--- config.mk ---
export PLATFORM = sky130hd
export DESIGN_NAME = radio_core
export DESIGN_NICKNAME = d
export VERILOG_FILES = /design/src/verilog/radio_pkg.sv /design/src/verilog/db_settings_regs.sv /design/src/verilog/radio_core.sv /design/src/verilog/rx_frontend.sv /design/src/verilog/tag_rx_detect.sv
export VERILOG_INCLUDE_DIRS = /design/src /design/src/verilog
export SDC_FILE = /design/constraint.sdc
export NUM_CORES = 2
export LEC_CHECK = 0
export BUFFER_PORTS_ARGS = -buffer_cell sky130_fd_sc_hd__buf_4
export CORE_MARGIN = 10
export CORE_UTILIZATION = 60
export CTS_BUF_LIST = sky130_fd_sc_hd__clkbuf_4 sky130_fd_sc_hd__clkbuf_8 sky130_fd_sc_hd__clkbuf_16
export DETAILED_ROUTE_END_ITERATION = 8
export PLACE_DENSITY = 0.79
export SLEW_MARGIN = 10
export SYNTH_ARGS = -nofsm -noshare
export SYNTH_HDL_FRONTEND = slang
export SYNTH_SLANG_ARGS = --single-unit
--- constraint.sdc ---
create_clock -name radio_clk -period 17.4 [get_ports radio_clk]
set_clock_uncertainty 0.05 [all_clocks]
set_input_delay 1.74 -clock radio_clk [delete_from_list [all_inputs] [get_ports radio_clk]]
set_output_delay 1.74 -clock radio_clk [all_outputs]
set_load 0.01 [all_outputs]
--- src/verilog/radio_defs.svh ---
// widths, scale shift, settings and readback address map of the radio
`ifndef RADIO_DEFS_SVH
`define RADIO_DEFS_SVH

// ----------------------------------------------------------------------
// widths
// ----------------------------------------------------------------------
`define SAMPLE_W     32   // one RX word, I and Q packed
`define IQ_W         16
`define SET_ADDR_W   8
`define SET_DATA_W   32
`define GPIO_W       32
`define FP_GPIO_W    12   // front-panel pins
`define LED_W        3    // {RX, TXRX_TX, TXRX_RX}

// fraction bits of the unsigned scale value
`define SCALE_SHIFT  8

// ----------------------------------------------------------------------
// settings bus addresses, daughterboard block starts at 160
// ----------------------------------------------------------------------
`define SR_RX_CTRL       8'd160  // bit0 run_rx, bit1 swap_iq, bit2 invert_q
`define SR_SCALE         8'd161  // low 16 bits
`define SR_NOISE_THRES   8'd162
`define SR_DB_GPIO_OUT   8'd163
`define SR_DB_GPIO_DDR   8'd164
`define SR_FP_GPIO_OUT   8'd165  // bit 0 is overridden by the detect flag
`define SR_FP_GPIO_DDR   8'd166
`define SR_MISC_OUT      8'd167
`define SR_LEDS          8'd168

// RX control bit positions
`define RX_CTRL_RUN      0
`define RX_CTRL_SWAP     1
`define RX_CTRL_INV_Q    2

// ----------------------------------------------------------------------
// readback addresses
// ----------------------------------------------------------------------
`define RB_DB_GPIO_IN    8'd16
`define RB_FP_GPIO_IN    8'd17
`define RB_MISC_IN       8'd18
`define RB_RX_CTRL       8'd19

`endif

--- src/verilog/radio_pkg.sv ---
// radio sample word types: I/Q pair struct and raw/IQ union
`default_nettype none

package radio_pkg;

`include "radio_defs.svh"

   // I in the upper half, Q in the lower half
   typedef struct packed {
      logic signed [`IQ_W-1:0] i;
      logic signed [`IQ_W-1:0] q;
   } iq_pair_t;

   // one RX word, read raw when passed through or selected,
   // read as I/Q when swapped, scaled or squared
   typedef union packed {
      logic [`SAMPLE_W-1:0] raw;
      iq_pair_t             iq;
   } sample_word_u;

endpackage : radio_pkg

`default_nettype wire

--- src/verilog/db_settings_regs.sv ---
// daughterboard settings registers, readback mux, GPIO/misc/LED output registers
`timescale 1ns/1ps
`default_nettype none

`include "radio_defs.svh"

module db_settings_regs (
   input  wire                      radio_clk,
   input  wire                      i_arst_n,
   // settings bus
   input  wire                      i_set_stb,
   input  wire [`SET_ADDR_W-1:0]    i_set_addr,
   input  wire [`SET_DATA_W-1:0]    i_set_data,
   // readback
   input  wire                      i_rb_stb,
   input  wire [`SET_ADDR_W-1:0]    i_rb_addr,
   output logic                     o_rb_stb,
   output logic [`SET_DATA_W-1:0]   o_rb_data,
   // pin inputs
   input  wire  [`GPIO_W-1:0]       i_db_gpio_in,
   input  wire  [`FP_GPIO_W-1:0]    i_fp_gpio_in,
   input  wire  [`GPIO_W-1:0]       i_misc_in,
   input  wire                      i_detect,
   // RX path controls
   output logic                     o_run_rx,
   output logic                     o_swap_iq,
   output logic                     o_invert_q,
   output logic [`IQ_W-1:0]         o_scale_val,
   output logic [`SET_DATA_W-1:0]   o_noise_thres,
   // pin outputs
   output logic [`GPIO_W-1:0]       o_db_gpio_out,
   output logic [`GPIO_W-1:0]       o_db_gpio_ddr,
   output logic [`FP_GPIO_W-1:0]    o_fp_gpio_out,
   output logic [`FP_GPIO_W-1:0]    o_fp_gpio_ddr,
   output logic [`GPIO_W-1:0]       o_misc_out,
   output logic [`LED_W-1:0]        o_leds
);

   logic [2:0]              sr_rx_ctrl;
   logic [`IQ_W-1:0]        sr_scale;
   logic [`SET_DATA_W-1:0]  sr_noise_thres;
   logic [`GPIO_W-1:0]      sr_db_gpio_out;
   logic [`GPIO_W-1:0]      sr_db_gpio_ddr;
   logic [`FP_GPIO_W-1:1]   sr_fp_gpio_out;   // bit 0 belongs to detect
   logic [`FP_GPIO_W-1:0]   sr_fp_gpio_ddr;
   logic [`GPIO_W-1:0]      sr_misc_out;
   logic [`LED_W-1:0]       sr_leds;
   logic [`GPIO_W-1:0]      misc_in_r;
   logic [`SET_DATA_W-1:0]  rb_mux;

   // ----------------------------------------------------------------------
   // register bank
   // ----------------------------------------------------------------------
   always_ff @(posedge radio_clk or negedge i_arst_n) begin
      if (!i_arst_n) begin
         sr_rx_ctrl     <= '0;
         sr_scale       <= '0;
         sr_noise_thres <= '0;
         sr_db_gpio_out <= '0;
         sr_db_gpio_ddr <= '0;
         sr_fp_gpio_out <= '0;
         sr_fp_gpio_ddr <= '0;
         sr_misc_out    <= '0;
         sr_leds        <= '0;
      end else if (i_set_stb) begin
         case (i_set_addr)
            `SR_RX_CTRL:     sr_rx_ctrl     <= i_set_data[2:0];
            `SR_SCALE:       sr_scale       <= i_set_data[`IQ_W-1:0];
            `SR_NOISE_THRES: sr_noise_thres <= i_set_data;
            `SR_DB_GPIO_OUT: sr_db_gpio_out <= i_set_data[`GPIO_W-1:0];
            `SR_DB_GPIO_DDR: sr_db_gpio_ddr <= i_set_data[`GPIO_W-1:0];
            `SR_FP_GPIO_OUT: sr_fp_gpio_out <= i_set_data[`FP_GPIO_W-1:1];
            `SR_FP_GPIO_DDR: sr_fp_gpio_ddr <= i_set_data[`FP_GPIO_W-1:0];
            `SR_MISC_OUT:    sr_misc_out    <= i_set_data[`GPIO_W-1:0];
            `SR_LEDS:        sr_leds        <= i_set_data[`LED_W-1:0];
            default: ;                      // not ours, ignore
         endcase
      end
   end

   // datapath controls come straight off the bank
   assign o_run_rx      = sr_rx_ctrl[`RX_CTRL_RUN];
   assign o_swap_iq     = sr_rx_ctrl[`RX_CTRL_SWAP];
   assign o_invert_q    = sr_rx_ctrl[`RX_CTRL_INV_Q];
   assign o_scale_val   = sr_scale;
   assign o_noise_thres = sr_noise_thres;

   // ----------------------------------------------------------------------
   // pin-facing registers, one more stage toward the pads
   // ----------------------------------------------------------------------
   always_ff @(posedge radio_clk or negedge i_arst_n) begin
      if (!i_arst_n) begin
         o_db_gpio_out <= '0;
         o_db_gpio_ddr <= '0;
         o_fp_gpio_out <= '0;
         o_fp_gpio_ddr <= '0;
         o_misc_out    <= '0;
         o_leds        <= '0;
         misc_in_r     <= '0;
      end else begin
         o_db_gpio_out <= sr_db_gpio_out;
         o_db_gpio_ddr <= sr_db_gpio_ddr;
         o_fp_gpio_out <= {sr_fp_gpio_out, i_detect};   // tag detect on pin 0
         o_fp_gpio_ddr <= sr_fp_gpio_ddr;
         o_misc_out    <= sr_misc_out;
         o_leds        <= sr_leds;
         misc_in_r     <= i_misc_in;
      end
   end

   // ----------------------------------------------------------------------
   // readback
   // ----------------------------------------------------------------------
   always_comb begin
      case (i_rb_addr)
         `RB_DB_GPIO_IN: rb_mux = i_db_gpio_in;
         `RB_FP_GPIO_IN: rb_mux = {{(`SET_DATA_W-`FP_GPIO_W){1'b0}}, i_fp_gpio_in};
         `RB_MISC_IN:    rb_mux = misc_in_r;
         `RB_RX_CTRL:    rb_mux = {{(`SET_DATA_W-3){1'b0}}, sr_rx_ctrl};
         default:        rb_mux = '0;         // unknown reads as zero
      endcase
   end

   // answer exactly one cycle after the request
   always_ff @(posedge radio_clk or negedge i_arst_n) begin
      if (!i_arst_n) begin
         o_rb_stb  <= 1'b0;
         o_rb_data <= '0;
      end else begin
         o_rb_stb <= i_rb_stb;
         if (i_rb_stb)
            o_rb_data <= rb_mux;
      end
   end

endmodule : db_settings_regs

`default_nettype wire

--- src/verilog/radio_core.sv ---
// radio datapath top: settings registers, RX front end and tag detector
`timescale 1ns/1ps
`default_nettype none

`include "radio_defs.svh"

module radio_core (
   input  wire                     radio_clk,
   input  wire                     i_arst_n,
   // settings bus
   input  wire                     i_set_stb,
   input  wire [`SET_ADDR_W-1:0]   i_set_addr,
   input  wire [`SET_DATA_W-1:0]   i_set_data,
   input  wire                     i_rb_stb,
   input  wire [`SET_ADDR_W-1:0]   i_rb_addr,
   output wire                     o_rb_stb,
   output wire [`SET_DATA_W-1:0]   o_rb_data,
   // RX stream
   input  wire                     i_rx_stb,
   input  wire [`SAMPLE_W-1:0]     i_rx_data,
   output wire                     o_rx_stb,
   output wire [`SAMPLE_W-1:0]     o_rx_data,
   // pins
   input  wire [`GPIO_W-1:0]       i_db_gpio_in,
   input  wire [`FP_GPIO_W-1:0]    i_fp_gpio_in,
   input  wire [`GPIO_W-1:0]       i_misc_in,
   output wire [`GPIO_W-1:0]       o_db_gpio_out,
   output wire [`GPIO_W-1:0]       o_db_gpio_ddr,
   output wire [`FP_GPIO_W-1:0]    o_fp_gpio_out,
   output wire [`FP_GPIO_W-1:0]    o_fp_gpio_ddr,
   output wire [`GPIO_W-1:0]       o_misc_out,
   output wire [`LED_W-1:0]        o_leds
);

   import radio_pkg::*;

   sample_word_u             rx_word;
   sample_word_u             fe_data;
   sample_word_u             det_data;
   wire                      fe_stb;
   wire                      run_rx;
   wire                      swap_iq;
   wire                      invert_q;
   wire [`IQ_W-1:0]          scale_val;
   wire [`SET_DATA_W-1:0]    noise_thres;
   wire                      detect;

   assign rx_word.raw = i_rx_data;
   assign o_rx_data   = det_data.raw;

   // ----------------------------------------------------------------------
   // settings and pins
   // ----------------------------------------------------------------------
   db_settings_regs u_db_settings_regs (
      .radio_clk     (radio_clk),
      .i_arst_n      (i_arst_n),
      .i_set_stb     (i_set_stb),
      .i_set_addr    (i_set_addr),
      .i_set_data    (i_set_data),
      .i_rb_stb      (i_rb_stb),
      .i_rb_addr     (i_rb_addr),
      .o_rb_stb      (o_rb_stb),
      .o_rb_data     (o_rb_data),
      .i_db_gpio_in  (i_db_gpio_in),
      .i_fp_gpio_in  (i_fp_gpio_in),
      .i_misc_in     (i_misc_in),
      .i_detect      (detect),
      .o_run_rx      (run_rx),
      .o_swap_iq     (swap_iq),
      .o_invert_q    (invert_q),
      .o_scale_val   (scale_val),
      .o_noise_thres (noise_thres),
      .o_db_gpio_out (o_db_gpio_out),
      .o_db_gpio_ddr (o_db_gpio_ddr),
      .o_fp_gpio_out (o_fp_gpio_out),
      .o_fp_gpio_ddr (o_fp_gpio_ddr),
      .o_misc_out    (o_misc_out),
      .o_leds        (o_leds)
   );

   // ----------------------------------------------------------------------
   // RX path, 1 + 2 cycles
   // ----------------------------------------------------------------------
   rx_frontend u_rx_frontend (
      .radio_clk  (radio_clk),
      .i_arst_n   (i_arst_n),
      .i_stb      (i_rx_stb),
      .i_data     (rx_word),
      .i_swap_iq  (swap_iq),
      .i_invert_q (invert_q),
      .o_stb      (fe_stb),
      .o_data     (fe_data)
   );

   tag_rx_detect u_tag_rx_detect (
      .radio_clk     (radio_clk),
      .i_arst_n      (i_arst_n),
      .i_stb         (fe_stb),
      .i_data        (fe_data),
      .i_run_rx      (run_rx),
      .i_scale_val   (scale_val),
      .i_noise_thres (noise_thres),
      .o_stb         (o_rx_stb),
      .o_data        (det_data),
      .o_detect      (detect)       // back to fp gpio bit 0
   );

endmodule : radio_core

`default_nettype wire

--- src/verilog/rx_frontend.sv ---
// RX front-end correction stage with optional I/Q swap and Q inversion
`timescale 1ns/1ps
`default_nettype none

`include "radio_defs.svh"

module rx_frontend (
   input  wire                     radio_clk,
   input  wire                     i_arst_n,
   input  wire                     i_stb,
   input  radio_pkg::sample_word_u i_data,
   input  wire                     i_swap_iq,
   input  wire                     i_invert_q,
   output logic                    o_stb,
   output radio_pkg::sample_word_u o_data
);

   import radio_pkg::*;

   sample_word_u swapped;
   sample_word_u corrected;

   // swap first, then invert whatever ends up in Q
   always_comb begin
      if (i_swap_iq) begin
         swapped.iq.i = i_data.iq.q;
         swapped.iq.q = i_data.iq.i;
      end else begin
         swapped.raw = i_data.raw;
      end

      corrected.iq.i = swapped.iq.i;
      if (i_invert_q)
         corrected.iq.q = -swapped.iq.q;   // -32768 wraps to itself
      else
         corrected.iq.q = swapped.iq.q;
   end

   // strobe follows the input one cycle later
   always_ff @(posedge radio_clk or negedge i_arst_n) begin
      if (!i_arst_n)
         o_stb <= 1'b0;
      else
         o_stb <= i_stb;
   end

   // corrected word registered alongside the strobe
   always_ff @(posedge radio_clk) begin
      o_data <= corrected;
   end

endmodule : rx_frontend

`default_nettype wire

--- src/verilog/tag_rx_detect.sv ---
// tag receive detector: scale and energy stage, threshold compare and output select
`timescale 1ns/1ps
`default_nettype none

`include "radio_defs.svh"

module tag_rx_detect (
   input  wire                     radio_clk,
   input  wire                     i_arst_n,
   input  wire                     i_stb,
   input  radio_pkg::sample_word_u i_data,
   input  wire                     i_run_rx,
   input  wire  [`IQ_W-1:0]        i_scale_val,
   input  wire  [`SET_DATA_W-1:0]  i_noise_thres,
   output logic                    o_stb,
   output radio_pkg::sample_word_u o_data,
   output logic                    o_detect
);

   import radio_pkg::*;

   // signed sample times unsigned scale needs 33 bits
   logic signed [2*`IQ_W:0]   prod_i;
   logic signed [2*`IQ_W:0]   prod_q;
   logic signed [2*`IQ_W:0]   shf_i;
   logic signed [2*`IQ_W:0]   shf_q;

   logic                      s1_stb;
   sample_word_u              s1_word;
   iq_pair_t                  s1_scaled;
   logic [2*`IQ_W-1:0]        s1_sq_i;
   logic [2*`IQ_W-1:0]        s1_sq_q;

   logic [2*`IQ_W-1:0]        energy;
   logic                      valid;

   // ----------------------------------------------------------------------
   // stage 1: squares and scaled products
   // ----------------------------------------------------------------------
   assign prod_i = i_data.iq.i * $signed({1'b0, i_scale_val});
   assign prod_q = i_data.iq.q * $signed({1'b0, i_scale_val});
   assign shf_i  = prod_i >>> `SCALE_SHIFT;   // drop fraction bits
   assign shf_q  = prod_q >>> `SCALE_SHIFT;

   always_ff @(posedge radio_clk) begin
      s1_word      <= i_data;
      s1_scaled.i  <= shf_i[`IQ_W-1:0];        // low 16 bits only
      s1_scaled.q  <= shf_q[`IQ_W-1:0];
      s1_sq_i      <= i_data.iq.i * i_data.iq.i;   // at most 2^30
      s1_sq_q      <= i_data.iq.q * i_data.iq.q;
   end

   // ----------------------------------------------------------------------
   // stage 2: energy, threshold, select
   // ----------------------------------------------------------------------
   assign energy = s1_sq_i + s1_sq_q;          // never wraps, max 2^31
   assign valid  = i_run_rx && (energy > i_noise_thres);

   always_ff @(posedge radio_clk or negedge i_arst_n) begin
      if (!i_arst_n) begin
         s1_stb   <= 1'b0;
         o_stb    <= 1'b0;
         o_data   <= '0;
         o_detect <= 1'b0;
      end else begin
         s1_stb <= i_stb;
         o_stb  <= s1_stb;
         if (s1_stb) begin
            // decision holds until the next sample
            o_detect <= valid;
            if (valid)
               o_data.iq <= s1_scaled;
            else
               o_data.raw <= s1_word.raw;
         end
      end
   end

endmodule : tag_rx_detect

`default_nettype wire

Word level (Yosys, flattened, before mapping). Index checks and enable logic that the tools add are counted.

Output and inout bits: 189. Register bits after elaboration: 557. Bits in latches: 0. Bits in writable memories: 0. Memories: 0. Memory bits (read-only): 0.

Mux-type cells: 4. Shifts and indexed selects: 0. Div/mod/pow operators: 0. Eq/ne operators: 13. $add $sub $neg: 2. Reduce and logical (&&, ||, !) cells: 10. Bitwise gates (word level): 0. $lt $le $gt $ge: 1. Multipliers: 4.

Operators by type and width (count): case mux 32 bit (4 select lines) (1); equality test 8 bit (second input constant) (9); multiplier 16 x 16 -> 32 bit (2); 2-to-1 mux 32 bit (2); multiplier 16 x 17 -> 24 bit (2); adder 32 bit (1); equality test 8 x 5 -> 1 bit (second input constant) (4); greater-than comparator 32 bit (1); AND reduction 2 bit (9); 2-to-1 mux 16 bit (1); negator 16 bit (1); logical AND 1 bit (1).

Logic depth before layout (Yosys ltp).
Depth in word-level cells: 4. Depth in mapped cells: 26.

Modules after synthesis. Synthesis repeated with hierarchy kept, for this count alone.

Cells, all modules: 5079. Area, all modules: 51999.9 µm².

Modules (own cells, without submodules): tag_rx_detect (area each 38210.4 µm², times used 1, cells each 4229); db_settings_regs (area each 12243.0 µm², times used 1, cells each 720); rx_frontend (area each 1546.5 µm², times used 1, cells each 130).

Least setup slack after synthesis. No wires, ideal clock.

Path kind: register to register. Start: reg u_rx_frontend.o_data[31] (netlist name). End: reg u_tag_rx_detect.s1_sq_i[31]. Path slack: 11.123 ns. Cell stages (with the launch flop): 25. Period minus slack after synthesis: 6.277 ns. Arrival: 6.155 ns. Data required time: 17.278 ns. Cell sequence: dfxtp_1 -> clkbuf_1 -> clkinv_1 -> clkbuf_1 -> nor2_1 -> fa_1 -> fa_1 -> inv_1 -> fa_1 -> inv_1 -> fa_1 -> fa_1 -> inv_1 -> fa_1 -> inv_1 -> ha_1 -> and2_1 -> a22oi_1 -> nand2b_1 -> a2111oi_0 -> o21ai_0 -> a31oi_1 -> o2111ai_1 -> a21oi_1 -> xnor2_1.

Word-level cells in the longest chain between the ends: 1.

RTL lines: start: declaration (RTL line rx_frontend.sv:15) `output radio_pkg::sample_word_u o_data`; start signal: assignment (RTL line rx_frontend.sv:49) `o_data <= corrected;`; multiplier 16 x 16 -> 32 bit (RTL line tag_rx_detect.sv:49) `s1_sq_i <= i_data.iq.i * i_data.iq.i;`; end signal: assignment (RTL line tag_rx_detect.sv:49); end: declaration (RTL line tag_rx_detect.sv:31) `` logic [2*`IQ_W-1:0] s1_sq_i; ``.

No other way between the ends. A chain may end at the register's enable or synchronous reset.

Worst setup path after layout. Same ends and word-level chain as after synthesis.

==> results.toml <==
[clock_tree]
cts_buffers = 56
cts_hold_buf = 0
cts_tree = "built"
h-tree-depth = 2
ctsResizeCount = 0
clkSinkCount = 553
postCtsSetupRepairBufs = 0
cts_buffer_depth = 3
clkSlewWorstSetupHoldPaths_ps = 60
cts_root_buf = "clkbuf_16"
clock_latency_ps = 630

[critical_path]
crit_path_start_kind = "flop"
critPathKind = "flop to flop"
crit_arrival_ps = 8010
r2r_slack_ps = 9890
path_max_fanout = 22
cp_common_cell = "fa_1"
r2r_cells = 21
max_stage_delay_ps = 730
worstReg2RegEnd = "u_tag_rx_detect.s1_sq_i[31]"
slowest_stage = "clkinv_1"
r2r-start = "u_rx_frontend.o_data[31]"
endpoint_kind = "flop"
crit_chain = "buf_4, clkinv_1, nor2_1, fa_1, fa_1, fa_1, fa_1, fa_1, inv_1, fa_1, inv_1, ha_1, and2_1, a22oi_1, nand2b_1, a2111oi_0, o21ai_0, a31oi_1, o2111ai_1, a21oi_1, xnor2_1"
cp_data_required_time_ps = 17900

[yosys]
ys_seq_elements = 553
syn_area_um2 = 51200
ys_seq_area_frac = 0.255
synth_cell_types = 70
async_flop_share = 0.718
synth.top_cells.by_area = "fa_1 (31%), dfrtp_1 (19%), ha_1 (9.9%)"
yosys_warnings = 0
synth_ff_type = "dfrtp_1"
yosysTopAreaCell = "fa_1"
synth_edf_count = 0
syn_avg_cell_area_um2 = 10.3
syn_inst = 4968
synth_top_area_frac = 0.313
synth_nets = 6336

[final_layout]
area_growth_syn_to_layout_pct = 11.5
fin_util = 0.672
drive_gt1_frac = 0.139
num-nets-final = 6615
final_cell_count_no_fill = 6436
diodes = 0
fillers = 6244

[placed_design]
io_buffer_count = 349
place_ws_ps = 10030
place_congestion = 0.912
hpwl_mm = 96.0
dp.cells = 6333

[routing]
via_per_inst = 5.46
drt-total-wl_mm = 127
vias = 35100
first_iter_violations = 2185
drc = 0
post_drt_wl_per_cell_um = 19.8
drt-pass1-iter-count = 5
ant_nets = 0

[sta]
slew_violations = 0
setup_viol = 0
setup_slack_ps = 9890
period_share = 0.432
finalHoldViolCount = 0
slew_headroom = 0.235
fin_tns_setup_ps = 0
timing.fmax_mhz = 133
fin_crit_ps = 7510
worst_pin_slew_ps = 1140
rsz0062_at_grt = "no"

[die]
io_pins = 350
initial_core_util = 0.603
die_w_um = 312
die_area_um2 = 97500
core_um2 = 85000
dieHeight_um = 312
rows = 107

[hold_path]
hp-start = "u_rx_frontend.o_stb"
hold_end = "u_tag_rx_detect.s1_stb"
min_path_cells = 0
hold_path.class = "flop to flop"

[global_routing]
grt_usage = 0.264
antenna_found_initial = 2
grt-ovfl-total = 0
grt_max_degree = 188
grt_pass1_wl_mm = 206
grt_pass1_vias = 38400

[run_status]
status = "finished clean"

[flow_run]
drv_cap = 0
==> final cells by class <==
class / count / area, µm² / share of cell area
multi-input combinational: 3067 / 33100 / 0.580
sequential: 553 / 13100 / 0.229
inverter: 1163 / 4370 / 0.0764
timing repair buffer: 406 / 3070 / 0.0537
clock buffer: 73 / 1600 / 0.0281
tap: 1144 / 1430 / 0.0251
clock inverter: 30 / 447 / 0.00782
==> worst max path at each step <==
| stage | startpoint | to | slack [ps] | cells after the start |
|---|---|---|---|---|
| 3_5_place_dp | u_rx_frontend.o_data[31] | u_tag_rx_detect.s1_sq_i[31] | 10030 | 21 |
| 2_1_floorplan | u_rx_frontend.o_data[31] | u_tag_rx_detect.s1_sq_i[31] | 11120 | 24 |
| 3_3_place_gp | u_rx_frontend.o_data[31] | u_tag_rx_detect.s1_sq_i[31] | 10250 | 21 |
| 5_1_grt | u_rx_frontend.o_data[31] | u_tag_rx_detect.s1_sq_i[31] | 9440 | 21 |
| 6_report | u_rx_frontend.o_data[31] | u_tag_rx_detect.s1_sq_i[31] | 9890 | 21 |
| 4_1_cts | u_rx_frontend.o_data[31] | u_tag_rx_detect.s1_sq_i[31] | 9980 | 21 |
==> cells in the final DEF, fill, tap and decap left out, types with 11 or more instances in the layout <==
| cell type | n |
|---|---|
| buf_4 | 404 |
| mux2_2 | 192 |
| xnor2_1 | 142 |
| nand4_1 | 16 |
| a21oi_1 | 126 |
| o21a_1 | 21 |
| o21ai_0 | 55 |
| dfrtp_1 | 395 |
| nand2b_1 | 23 |
| a31o_2 | 11 |
| o21bai_1 | 12 |
| a21o_1 | 42 |
| xor2_1 | 46 |
| fa_1 | 802 |
| nor2b_1 | 13 |
| dfxtp_1 | 155 |
| ha_1 | 405 |
| and2_1 | 297 |
| o22ai_1 | 33 |
| nor3_1 | 34 |
| nand2_1 | 384 |
| mux2i_1 | 78 |
| nor2_1 | 188 |
| inv_1 | 1160 |
| a211oi_1 | 12 |
| clkbuf_16 | 57 |
| nand3_1 | 25 |
==> stage by stage <==
step,hold slack (ps),area [µm²]
final,300,57100
after global routing,317,57100
after CTS,302,57100
after detailed placement,289,55100
after global placement,282,55100
after floorplan,279,51200
==> state kept, by name, indices dropped and copies added (netlist names), 3 cells and up <==
register                           cells
u_db_settings_regs.misc_in_r          32
u_db_settings_regs.o_db_gpio_ddr      32
u_db_settings_regs.o_db_gpio_out      32
u_db_settings_regs.o_fp_gpio_ddr      12
u_db_settings_regs.o_fp_gpio_out      12
u_db_settings_regs.o_leds              3
u_db_settings_regs.o_misc_out         32
u_db_settings_regs.o_noise_thres      32
u_db_settings_regs.o_rb_data          32
u_db_settings_regs.o_scale_val        16
u_db_settings_regs.sr_db_gpio_ddr     32
u_db_settings_regs.sr_db_gpio_out     32
u_db_settings_regs.sr_fp_gpio_ddr     12
u_db_settings_regs.sr_fp_gpio_out     11
u_db_settings_regs.sr_leds             3
u_db_settings_regs.sr_misc_out        32
u_db_settings_regs.sr_rx_ctrl          3
u_rx_frontend.o_data                  32
u_tag_rx_detect.o_data                32
u_tag_rx_detect.s1_scaled             32
u_tag_rx_detect.s1_sq_i               30
u_tag_rx_detect.s1_sq_q               30
u_tag_rx_detect.s1_word               32
==> cells in the mapped netlist, types with 7 or more instances <==
master,count
or2_2,8
o21a_1,21
a31o_2,11
nand4_1,16
o22ai_1,33
mux2_2,192
a21oi_1,126
clkbuf_1,171
nor3_1,35
and3_1,9
nor2_1,189
buf_1,7
dfxtp_1,156
ha_1,405
a211oi_1,12
inv_1,1160
and2_1,297
dfrtp_1,397
o21ai_0,55
nor2b_1,13
xor2_1,46
fa_1,802
o21bai_1,12
mux2i_1,78
a21o_1,42
nand3_1,26
nand2_1,384
xnor2_1,142
buf_2,7
nand2b_1,23
a31oi_1,8
==> critical path, delay by kind of cell (launching register included) <==
family          cells  cell delay [ps]
fa+ha+maj           7             3520
flops               1              310
buf+inv             4             1110
compound gates      6             1540
simple gates        3              760
xor+xnor            1              130
==> cells by family after synthesis <==
logic type               synth area share
AND/OR/NAND/NOR                    0.0967
XOR/XNOR                           0.0321
buffers and inverters              0.0989
flip-flops                          0.255
adder cells (fa/ha/maj)             0.412
multiplexers                       0.0588
AO/OA/AOI/OAI                      0.0464
==> metal layers <==
metal | global-route usage | wire length (µm) | vias up
met3 | 0.0374 | 8820 | 324
met5 | 0 | 0 | -
met1 | 0.327 | 48800 | 17800
met2 | 0.463 | 63600 | 1370
met4 | 0.107 | 5930 | 0
li1 | - | - | 15600
Power is not shown: default switching activity piles up to over one toggle a cycle in this logic, so the estimate is an artifact.
